`config.mk`:
```
export PLATFORM = sky130hd
export DESIGN_NAME = rooth_flow_top
export DESIGN_NICKNAME = d
export VERILOG_FILES = /design/src/rooth_pkg.sv /design/src/rooth_ctrl_if.sv /design/src/rooth_pc_reg.sv /design/src/rooth_branch_decode.sv /design/src/rooth_branch_compare.sv /design/src/rooth_pipeline_ctrl.sv /design/src/rooth_flow_top.sv
export VERILOG_INCLUDE_DIRS = /design/src
export SDC_FILE = /design/constraint.sdc
export NUM_CORES = 1
export LEC_CHECK = 0
export BUFFER_PORTS_ARGS = -buffer_cell sky130_fd_sc_hd__buf_2
export CELL_PAD_IN_SITES_DETAIL_PLACEMENT = 0
export CELL_PAD_IN_SITES_GLOBAL_PLACEMENT = 1
export CORE_AREA = 4 4 199 201
export CTS_BUF_LIST = sky130_fd_sc_hd__clkbuf_4
export CTS_CLUSTER_DIAMETER = 40
export DETAILED_ROUTE_END_ITERATION = 6
export DIE_AREA = 0 0 203 205
export GPL_TIMING_DRIVEN = 0
export PLACE_DENSITY_LB_ADDON = 0.25
export SYNTH_ARGS = -nofsm -noshare
export SYNTH_HDL_FRONTEND = slang
export SYNTH_HIERARCHICAL = 1
export SYNTH_SLANG_ARGS = --single-unit
```
`constraint.sdc`:
```
create_clock -name clk_i -period 4.1 [get_ports clk_i]
set_input_delay 0.615 -clock clk_i [delete_from_list [all_inputs] [get_ports clk_i]]
set_output_delay 0.615 -clock clk_i [all_outputs]
set_load 0.01 [all_outputs]
```
`src/rooth_defines.svh`:
```
/*
 * shared widths and codes; flow code 2'b11 is unused and never issued
 * bubble word is addi x0,x0,0 so it decodes as no branch and no jump
 */
`ifndef ROOTH_DEFINES_SVH
`define ROOTH_DEFINES_SVH

// ----------------------------------------------------------------------
// widths and reset values
// ----------------------------------------------------------------------
`define CPU_WIDTH       32
`define INST_WIDTH      32
`define WIDTH_BRANCH    3
`define WIDTH_JUMP      2
`define FLOW_WIDTH      2
`define RESET_PC        32'h0000_0000
`define INST_NOP        32'h0000_0013   // addi x0, x0, 0

// ----------------------------------------------------------------------
// rv32i opcodes seen by the decoder
// ----------------------------------------------------------------------
`define OPC_BRANCH      7'b1100011
`define OPC_JAL         7'b1101111
`define OPC_JALR        7'b1100111
`define OPC_FENCE       7'b0001111

// branch types, zero means none
`define BRANCH_NONE     3'd0
`define BRANCH_BEQ      3'd1
`define BRANCH_BNE      3'd2
`define BRANCH_BLT      3'd3
`define BRANCH_BGE      3'd4
`define BRANCH_BLTU     3'd5
`define BRANCH_BGEU     3'd6

// jump types, zero means none
`define JUMP_NONE       2'd0
`define JUMP_JAL        2'd1
`define JUMP_JALR       2'd2
`define JUMP_FENCE      2'd3

// per-stage flow codes
`define FLOW_WORK       2'b00   // load
`define FLOW_STOP       2'b01   // hold
`define FLOW_REFRESH    2'b10   // clear to bubble

`endif

```
`src/rooth_pkg.sv`:
```
/*
 * vector types shared by the control path and its testbench
 * widths follow rooth_defines.svh
 */
`default_nettype none

`include "rooth_defines.svh"

package rooth_pkg;

    // ------------------------------------------------------------------
    // data path words
    // ------------------------------------------------------------------
    typedef logic [`CPU_WIDTH-1:0]    cpu_word_t;   // pc, imm, operands
    typedef logic [`INST_WIDTH-1:0]   inst_t;

    // ------------------------------------------------------------------
    // control codes, values are the `define constants
    // ------------------------------------------------------------------
    typedef logic [`WIDTH_BRANCH-1:0] branch_t;     // BRANCH_*
    typedef logic [`WIDTH_JUMP-1:0]   jump_t;       // JUMP_*
    typedef logic [`FLOW_WIDTH-1:0]   flow_t;       // FLOW_*

endpackage

`default_nettype wire

```
`src/rooth_ctrl_if.sv`:
```
/*
 * decode-stage fields toward execute and the pipeline controller
 * all fields are combinational from the decode register
 */
`timescale 1ns/1ps
`default_nettype none

interface rooth_ctrl_if;
    import rooth_pkg::*;

    cpu_word_t pc;          // pc of the instruction in decode
    branch_t   branch;
    jump_t     jump;
    cpu_word_t imm;
    cpu_word_t rs1_data;
    cpu_word_t rs2_data;

    modport dec (output pc, branch, jump, imm, rs1_data, rs2_data);
    modport exe (input branch, rs1_data, rs2_data);
    modport ctl (input pc, branch, jump, imm, rs1_data);

endinterface

`default_nettype wire

```
`src/rooth_pc_reg.sv`:
```
/*
 * fetch pc, loads only on FLOW_WORK; STOP and REFRESH both hold
 */
`timescale 1ns/1ps
`default_nettype none

`include "rooth_defines.svh"

module rooth_pc_reg (
    input  wire                 clk_i,
    input  wire                 rst_i,
    input  rooth_pkg::flow_t    flow_pc_i,
    input  rooth_pkg::cpu_word_t next_pc_i,
    input  wire                 next_pc_four_i,  // take pc + 4 instead of next_pc_i
    output rooth_pkg::cpu_word_t pc_o
);
    import rooth_pkg::*;

    cpu_word_t pc_q;
    cpu_word_t pc_four;

    assign pc_four = pc_q + `CPU_WIDTH'd4;

    always_ff @(posedge clk_i) begin
        if (rst_i) begin
            pc_q <= `RESET_PC;
        end else if (flow_pc_i == `FLOW_WORK) begin
            pc_q <= next_pc_four_i ? pc_four : next_pc_i;
        end
    end

    assign pc_o = pc_q;

endmodule

`default_nettype wire

```
`src/rooth_branch_decode.sv`:
```
/*
 * decode register plus branch and jump decoder
 * operands come straight from the register file for the word in decode
 */
`timescale 1ns/1ps
`default_nettype none

`include "rooth_defines.svh"

module rooth_branch_decode (
    input  wire                  clk_i,
    input  wire                  rst_i,
    input  rooth_pkg::flow_t     flow_de_i,
    input  rooth_pkg::cpu_word_t pc_i,
    input  rooth_pkg::inst_t     inst_i,
    input  rooth_pkg::cpu_word_t rs1_data_i,
    input  rooth_pkg::cpu_word_t rs2_data_i,
    rooth_ctrl_if.dec            ctrl
);
    import rooth_pkg::*;

    cpu_word_t  pc_q;
    inst_t      inst_q;
    logic [6:0] opcode;
    logic [2:0] funct3;
    branch_t    branch;
    jump_t      jump;
    cpu_word_t  imm;

    // ------------------------------------------------------------------
    // decode-stage register
    // ------------------------------------------------------------------
    always_ff @(posedge clk_i) begin
        if (rst_i) begin
            inst_q <= `INST_NOP;            // bubble after reset
        end else begin
            case (flow_de_i)
                `FLOW_WORK:    inst_q <= inst_i;
                `FLOW_REFRESH: inst_q <= `INST_NOP;
                default:       inst_q <= inst_q;   // stop
            endcase
        end
    end

    // pc only matters when the word is a branch or jump
    always_ff @(posedge clk_i) begin
        if (flow_de_i == `FLOW_WORK) begin
            pc_q <= pc_i;
        end
    end

    // ------------------------------------------------------------------
    // branch, jump and immediate decode
    // ------------------------------------------------------------------
    assign opcode = inst_q[6:0];
    assign funct3 = inst_q[14:12];

    always_comb begin
        branch = `BRANCH_NONE;
        jump   = `JUMP_NONE;
        imm    = {{21{inst_q[31]}}, inst_q[30:20]};     // I-type by default
        case (opcode)
            `OPC_BRANCH: begin
                imm = {{20{inst_q[31]}}, inst_q[7], inst_q[30:25], inst_q[11:8], 1'b0};
                case (funct3)
                    3'b000:  branch = `BRANCH_BEQ;
                    3'b001:  branch = `BRANCH_BNE;
                    3'b100:  branch = `BRANCH_BLT;
                    3'b101:  branch = `BRANCH_BGE;
                    3'b110:  branch = `BRANCH_BLTU;
                    3'b111:  branch = `BRANCH_BGEU;
                    default: branch = `BRANCH_NONE;  // reserved funct3
                endcase
            end
            `OPC_JAL: begin
                jump = `JUMP_JAL;
                imm  = {{12{inst_q[31]}}, inst_q[19:12], inst_q[20], inst_q[30:21], 1'b0};
            end
            `OPC_JALR: begin
                jump = `JUMP_JALR;              // keeps the I-type imm
            end
            `OPC_FENCE: begin
                jump = `JUMP_FENCE;
                imm  = '0;                      // target is pc + 4, imm unused
            end
            default: begin
                branch = `BRANCH_NONE;
            end
        endcase
    end

    assign ctrl.pc       = pc_q;
    assign ctrl.branch   = branch;
    assign ctrl.jump     = jump;
    assign ctrl.imm      = imm;
    assign ctrl.rs1_data = rs1_data_i;
    assign ctrl.rs2_data = rs2_data_i;

endmodule

`default_nettype wire

```
`src/rooth_branch_compare.sv`:
```
/*
 * execute-stage branch comparator, purely combinational
 * less is signed for BLT/BGE, unsigned for every other type
 */
`timescale 1ns/1ps
`default_nettype none

`include "rooth_defines.svh"

module rooth_branch_compare (
    rooth_ctrl_if.exe ctrl,
    output logic      zero_o,
    output logic      less_o,
    output logic      more_zero_o
);
    import rooth_pkg::*;

    logic signed_cmp;
    logic less_s;
    logic less_u;

    assign signed_cmp = (ctrl.branch == `BRANCH_BLT) || (ctrl.branch == `BRANCH_BGE);

    assign less_s = $signed(ctrl.rs1_data) < $signed(ctrl.rs2_data);
    assign less_u = ctrl.rs1_data < ctrl.rs2_data;

    assign zero_o      = (ctrl.rs1_data == ctrl.rs2_data);
    assign less_o      = signed_cmp ? less_s : less_u;
    assign more_zero_o = ~less_o;       // greater or equal

endmodule

`default_nettype wire

```
`src/rooth_pipeline_ctrl.sv`:
```
/*
 * pipeline flow controller; first matching condition wins
 * order: int, clint hold, mem hold, flow wait, imem, div, bus, branch, jump, halt
 */
`timescale 1ns/1ps
`default_nettype none

`include "rooth_defines.svh"

module rooth_pipeline_ctrl (
    rooth_ctrl_if.ctl            ctrl,
    input  wire                  zero_i,
    input  wire                  less_i,
    input  wire                  more_zero_i,
    input  wire                  jtag_halt_i,
    input  wire                  clint_hold_i,
    input  wire                  clint_int_assert_i,
    input  rooth_pkg::cpu_word_t clint_int_addr_i,
    input  wire                  access_mem_hold_i,
    input  wire                  flow_wait_i,
    input  wire                  imem_access_i,
    input  wire                  alu_busy_i,     // divider busy
    input  wire                  bus_wait_i,
    output rooth_pkg::cpu_word_t next_pc_o,
    output logic                 next_pc_four_o,
    output rooth_pkg::flow_t     flow_pc_o,
    output rooth_pkg::flow_t     flow_de_o,
    output rooth_pkg::flow_t     flow_ex_o,
    output rooth_pkg::flow_t     flow_as_o,
    output rooth_pkg::flow_t     flow_wb_o
);
    import rooth_pkg::*;

    logic      taken;
    cpu_word_t pc_imm;

    assign pc_imm = ctrl.pc + ctrl.imm;

    // ------------------------------------------------------------------
    // branch condition from comparator flags
    // ------------------------------------------------------------------
    always_comb begin
        case (ctrl.branch)
            `BRANCH_BEQ:  taken = zero_i;
            `BRANCH_BNE:  taken = ~zero_i;
            `BRANCH_BLT,
            `BRANCH_BLTU: taken = less_i;
            `BRANCH_BGE,
            `BRANCH_BGEU: taken = more_zero_i;
            default:      taken = 1'b0;
        endcase
    end

    // ------------------------------------------------------------------
    // prioritized flow codes, listed as pc de ex as wb
    // ------------------------------------------------------------------
    always_comb begin
        next_pc_o      = '0;
        next_pc_four_o = 1'b0;
        {flow_pc_o, flow_de_o, flow_ex_o, flow_as_o, flow_wb_o} =
            {`FLOW_WORK, `FLOW_WORK, `FLOW_WORK, `FLOW_WORK, `FLOW_WORK};

        if (clint_int_assert_i) begin
            next_pc_o = clint_int_addr_i;       // trap entry, flush all
            {flow_pc_o, flow_de_o, flow_ex_o, flow_as_o, flow_wb_o} =
                {`FLOW_WORK, `FLOW_REFRESH, `FLOW_REFRESH, `FLOW_REFRESH, `FLOW_REFRESH};
        end else if (clint_hold_i) begin
            {flow_pc_o, flow_de_o, flow_ex_o, flow_as_o, flow_wb_o} =
                {`FLOW_STOP, `FLOW_STOP, `FLOW_STOP, `FLOW_STOP, `FLOW_STOP};
        end else if (access_mem_hold_i) begin
            {flow_pc_o, flow_de_o, flow_ex_o, flow_as_o, flow_wb_o} =
                {`FLOW_STOP, `FLOW_STOP, `FLOW_STOP, `FLOW_STOP, `FLOW_REFRESH};
        end else if (flow_wait_i) begin
            {flow_pc_o, flow_de_o, flow_ex_o, flow_as_o, flow_wb_o} =
                {`FLOW_STOP, `FLOW_STOP, `FLOW_STOP, `FLOW_REFRESH, `FLOW_WORK};
        end else if (imem_access_i) begin
            // load/store to instruction memory steals the fetch port
            {flow_pc_o, flow_de_o, flow_ex_o, flow_as_o, flow_wb_o} =
                {`FLOW_STOP, `FLOW_STOP, `FLOW_REFRESH, `FLOW_WORK, `FLOW_WORK};
        end else if (alu_busy_i) begin
            {flow_pc_o, flow_de_o, flow_ex_o, flow_as_o, flow_wb_o} =
                {`FLOW_STOP, `FLOW_STOP, `FLOW_STOP, `FLOW_REFRESH, `FLOW_WORK};
        end else if (bus_wait_i) begin
            {flow_pc_o, flow_de_o, flow_ex_o, flow_as_o, flow_wb_o} =
                {`FLOW_STOP, `FLOW_REFRESH, `FLOW_WORK, `FLOW_WORK, `FLOW_WORK};
        end else if (ctrl.branch != `BRANCH_NONE) begin
            if (taken) begin
                next_pc_o = pc_imm;
                flow_de_o = `FLOW_REFRESH;      // drop the wrong-path fetch
                flow_ex_o = `FLOW_REFRESH;
            end else begin
                next_pc_four_o = 1'b1;
            end
        end else if (ctrl.jump != `JUMP_NONE) begin
            flow_de_o = `FLOW_REFRESH;
            flow_ex_o = `FLOW_REFRESH;
            case (ctrl.jump)
                `JUMP_JAL:   next_pc_o = pc_imm;
                `JUMP_JALR:  next_pc_o = ctrl.rs1_data + ctrl.imm;
                default:     next_pc_o = ctrl.pc + `CPU_WIDTH'd4;   // fence refetch
            endcase
        end else if (jtag_halt_i) begin
            {flow_pc_o, flow_de_o, flow_ex_o, flow_as_o, flow_wb_o} =
                {`FLOW_STOP, `FLOW_STOP, `FLOW_STOP, `FLOW_STOP, `FLOW_STOP};
        end else begin
            next_pc_four_o = 1'b1;              // plain sequential fetch
        end
    end

endmodule

`default_nettype wire

```
`src/rooth_flow_top.sv`:
```
/*
 * control path top; instruction memory, register file and hold sources are external
 * inst_i must return the word at pc_o in the same cycle
 */
`timescale 1ns/1ps
`default_nettype none

module rooth_flow_top (
    input  wire                  clk_i,
    input  wire                  rst_i,
    input  rooth_pkg::inst_t     inst_i,
    input  rooth_pkg::cpu_word_t rs1_data_i,   // operands of the word in decode
    input  rooth_pkg::cpu_word_t rs2_data_i,
    input  wire                  jtag_halt_i,
    input  wire                  clint_hold_i,
    input  wire                  clint_int_assert_i,
    input  rooth_pkg::cpu_word_t clint_int_addr_i,
    input  wire                  access_mem_hold_i,
    input  wire                  flow_wait_i,
    input  wire                  imem_access_i,
    input  wire                  alu_busy_i,
    input  wire                  bus_wait_i,
    output rooth_pkg::cpu_word_t pc_o,
    output rooth_pkg::flow_t     flow_de_o,
    output rooth_pkg::flow_t     flow_ex_o,
    output rooth_pkg::flow_t     flow_as_o,
    output rooth_pkg::flow_t     flow_wb_o
);
    import rooth_pkg::*;

    cpu_word_t next_pc;
    logic      next_pc_four;
    flow_t     flow_pc;
    logic      zero;
    logic      less;
    logic      more_zero;

    rooth_ctrl_if ctrl_bus ();

    // ------------------------------------------------------------------
    // fetch and decode
    // ------------------------------------------------------------------
    rooth_pc_reg i_pc_reg (
        .clk_i          (clk_i),
        .rst_i          (rst_i),
        .flow_pc_i      (flow_pc),
        .next_pc_i      (next_pc),
        .next_pc_four_i (next_pc_four),
        .pc_o           (pc_o)
    );

    rooth_branch_decode i_branch_decode (
        .clk_i      (clk_i),
        .rst_i      (rst_i),
        .flow_de_i  (flow_de_o),
        .pc_i       (pc_o),
        .inst_i     (inst_i),
        .rs1_data_i (rs1_data_i),
        .rs2_data_i (rs2_data_i),
        .ctrl       (ctrl_bus.dec)
    );

    // ------------------------------------------------------------------
    // execute compare and flow control
    // ------------------------------------------------------------------
    rooth_branch_compare i_branch_compare (
        .ctrl        (ctrl_bus.exe),
        .zero_o      (zero),
        .less_o      (less),
        .more_zero_o (more_zero)
    );

    rooth_pipeline_ctrl i_pipeline_ctrl (
        .ctrl               (ctrl_bus.ctl),
        .zero_i             (zero),
        .less_i             (less),
        .more_zero_i        (more_zero),
        .jtag_halt_i        (jtag_halt_i),
        .clint_hold_i       (clint_hold_i),
        .clint_int_assert_i (clint_int_assert_i),
        .clint_int_addr_i   (clint_int_addr_i),
        .access_mem_hold_i  (access_mem_hold_i),
        .flow_wait_i        (flow_wait_i),
        .imem_access_i      (imem_access_i),
        .alu_busy_i         (alu_busy_i),
        .bus_wait_i         (bus_wait_i),
        .next_pc_o          (next_pc),
        .next_pc_four_o     (next_pc_four),
        .flow_pc_o          (flow_pc),
        .flow_de_o          (flow_de_o),
        .flow_ex_o          (flow_ex_o),
        .flow_as_o          (flow_as_o),
        .flow_wb_o          (flow_wb_o)
    );

endmodule

`default_nettype wire

```
==> results.md <==
- Initial antenna violation count: 2
- Num rows: 71
- Vias in the first global route: 11.0k
- Max-slew headroom: 0.318
- DR pass1 iterations: 7
- PD cells: 176 nW/um2
- DRC: 0
- First-pass GRT wire length: 66,900 um
- Number of synthesized flops with an enable pin: 32
- Place WS: -1.29 ns
- CTS tree: done
- Final hold slack: 0.316 ns
- Synth Instances: 1,453
- TritonCTS buffer count: 9
- Worst hold path type: primary input to flip-flop
- YS warnings: 6
- Final #Nets: 1,884
- Share of cells above drive strength 1: 0.300
- Worst path max stage delay: 0.42 ns
- Die Wd: 203 um
- Failing checks: negative setup slack
- Final Util: 0.376
- Post-DP HPWL: 36,600 um
- H-tree depth: 3
- Crit Path Max Fanout: 5
- Initial DRC Count: 915
- Slowest-stage cell, CP: or3_4
- Setup CP Type: primary input to flip-flop
- PortBufs: 113
- Syn Std Cell Area: 11,200 um2
- CP required: 4.47 ns
- Worst slew pin tran: 1.01 ns
- Crit path DAT: 4.64 ns
- Status: finished, violations left
- Critical path launch point type: primary input
- Grt ovf: 0
- Clock Path Buffers: 2
- Sequential share of the synthesized area: 0.200
- Largest net degree at the start of global routing: 42
- Hold Fails Final Rpt: 0
- Crit-path cells: buf_4 > ha_1 > a21o_1 > a221o_1 > a221oi_4 > o211ai_1 > o21a_1 > nand2b_1 > nand3_2 > o21ai_4 > buf_8 > nand2_8 > buf_6 > a211oi_4 > buf_6 > or3b_4 > or3_4 > buf_4 > o21ai_2 > a211oi_1
- Area leader, netlist: dfxtp_1
- Clk Latency, worst-skew pair: 0.51 ns
- Area of the core: 37,600 um2
- Area delta synth->final: 26.0%
- # IOs: 178
- Crit. End Element: flip-flop
- Fill count: 3,948
- Final setup fails: 8
- Final Max Slew Viols: 0
- CTS clk-pin slew, worst paths: 0.18 ns
- MaxCap Viol Count: 0
- Fmax: 0.234 GHz
- Routed wire per std cell: 21.2 um
- Static Leak: 5.86 nW
- Leading post-synthesis cells by cell area: dfxtp_1 (11%), ha_1 (11%), edfxtp_1 (8.6%)
- Share of the synthesized area in the top cell type: 0.114
- Die area: 41,600 um2
- Starting density of the core: 0.298
- VDD IR-drop max: 0.000108 V
- Clock period minus worst slack: 4.27 ns
- Top FF cell, synth: dfxtp_1
- Layout Skew: 0.0366 ns
- Total track usage: 0.209
- Asr flop ratio synth: 0
- Count of cell types in the netlist: 98
- TritonCTS Sinks: 96
- Synthesized flop and latch total: 96
- Fin worst setup slack: -0.168 ns
- Clock root cell: clkbuf_4
- Final antenna-violating net count: 0
- Post-detailed-routing wire length: 45,900 um
- GP Congestion: 0.939
- Mapped Avg Cell Area: 7.71 um2
- R2r setup slk: -0.13 ns
- Fin crit share: 1.04
- Routed vias: 11.9k
- RSZ-0062 raised after global routing: yes
- Total power: 2.49 mW
- Mapped Nets: 1,692
- Routed vias/inst: 5.51
- Die H: 205 um
- Hold buffer count at CTS: 0
-- critical path, delay by kind of cell --
kind                       cells  cell delay, ns
AOI/OAI and AO/OA              9            1.90
adders and majority gates      1            0.30
buffers and inverters          5            0.75
and+or+nand+nor                5            1.07
-- registers in the layout, summed over array words and instances, names as in the netlist --
signal,count
i_branch_decode/ctrl.pc,32
i_branch_decode/inst_q,32
i_pc_reg/pc_o,32
-- cells in the mapped netlist, types with 17 or more instances --
cell type,n
nand2_1,116
o21ai_0,98
a22oi_1,42
a21o_1,42
dfxtp_1,64
nor3_1,19
a21oi_1,114
nor2b_1,17
inv_1,61
xnor2_1,52
a211oi_1,24
and2_1,17
xor2_1,29
a31oi_1,23
edfxtp_1,32
buf_4,77
clkbuf_1,41
nand3_1,43
nor2_1,128
nand4_1,38
ha_1,99
-- power breakdown --
| part | internal [mW] | total, mW | switching, mW |
|---|---|---|---|
| sequential | 1.02 | 1.09 | 0.0652 |
| clock | 0.132 | 0.493 | 0.361 |
| combinational | 0.386 | 0.903 | 0.517 |
-- metrics by stage --
step | cell area (um2) | TNS, ns | std cells
finish | 14100 | -0.608 | 2163
global route | 14100 | -3.70 | 2163
CTS | 13300 | -0.423 | 2130
detailed placement | 12400 | -72.19 | 2077
global placement | 12400 | -69.09 | 2077
floorplan | 11200 | 0 | 1453
-- cells by family after synthesis --
logic type	share of synthesized area
adder cells (fa/ha/maj)	0.114
flip-flops	0.200
buffers and inverters	0.0969
AO/OA/AOI/OAI	0.284
multiplexers	0.00837
XOR/XNOR	0.0633
AND/OR/NAND/NOR	0.233
other	0.000335
-- area by class of cell --
type	instances	area, um2	area share
Antenna cell	2	5.00	0.000354
Buffer	134	861	0.0610
Clock buffer	10	75.1	0.00532
Clock inverter	6	43.8	0.00310
Inverter	61	229	0.0162
Multi-Input combinational cell	1160	8900	0.630
Sequential cell	96	2260	0.160
Tap cell	511	639	0.0453
Timing Repair Buffer	183	1110	0.0783
-- worst paths after layout --
path                                 to  depth (start not counted)                      start
max                   i_pc_reg/pc_o[13]                         20             rs1_data_i[25]
min           i_branch_decode/inst_q[2]                          3                  inst_i[2]
max reg2reg           i_pc_reg/pc_o[13]                         22  i_branch_decode/inst_q[3]
min reg2reg  i_branch_decode/ctrl.pc[0]                          0           i_pc_reg/pc_o[0]
-- metal layers --
| layer | part of all wire | vias up | global-route usage |
|---|---|---|---|
| met2 | 0.44 | 413 | 0.325 |
| met5 | 0 | - | 0 |
| met1 | 0.48 | 5693 | 0.305 |
| met3 | 0.055 | 50 | 0.0211 |
| met4 | 0.024 | 0 | 0.0616 |
| li1 | - | 5759 | - |
-- what timing repair did --
action / in CTS / in global routing
gates cloned: 2 / 1
pin swaps: 54 / 78
resized for setup: 96 / 125
setup buffers: 37 / 33
setup endpoints to repair: 95 / 71
-- cells in the final DEF, fill, tap and decap left out, types with 35 or more instances in the layout --
cell type	instances
dfxtp_1	57
a22oi_1	42
buf_4	144
nor2_1	119
ha_1	80
nand3_1	39
inv_1	60
o21ai_0	79
a21o_1	35
buf_2	125
xnor2_1	45
nand2_1	113
a21oi_1	101
nand4_1	38
Note: power is estimated with default switching activity, not from simulation.
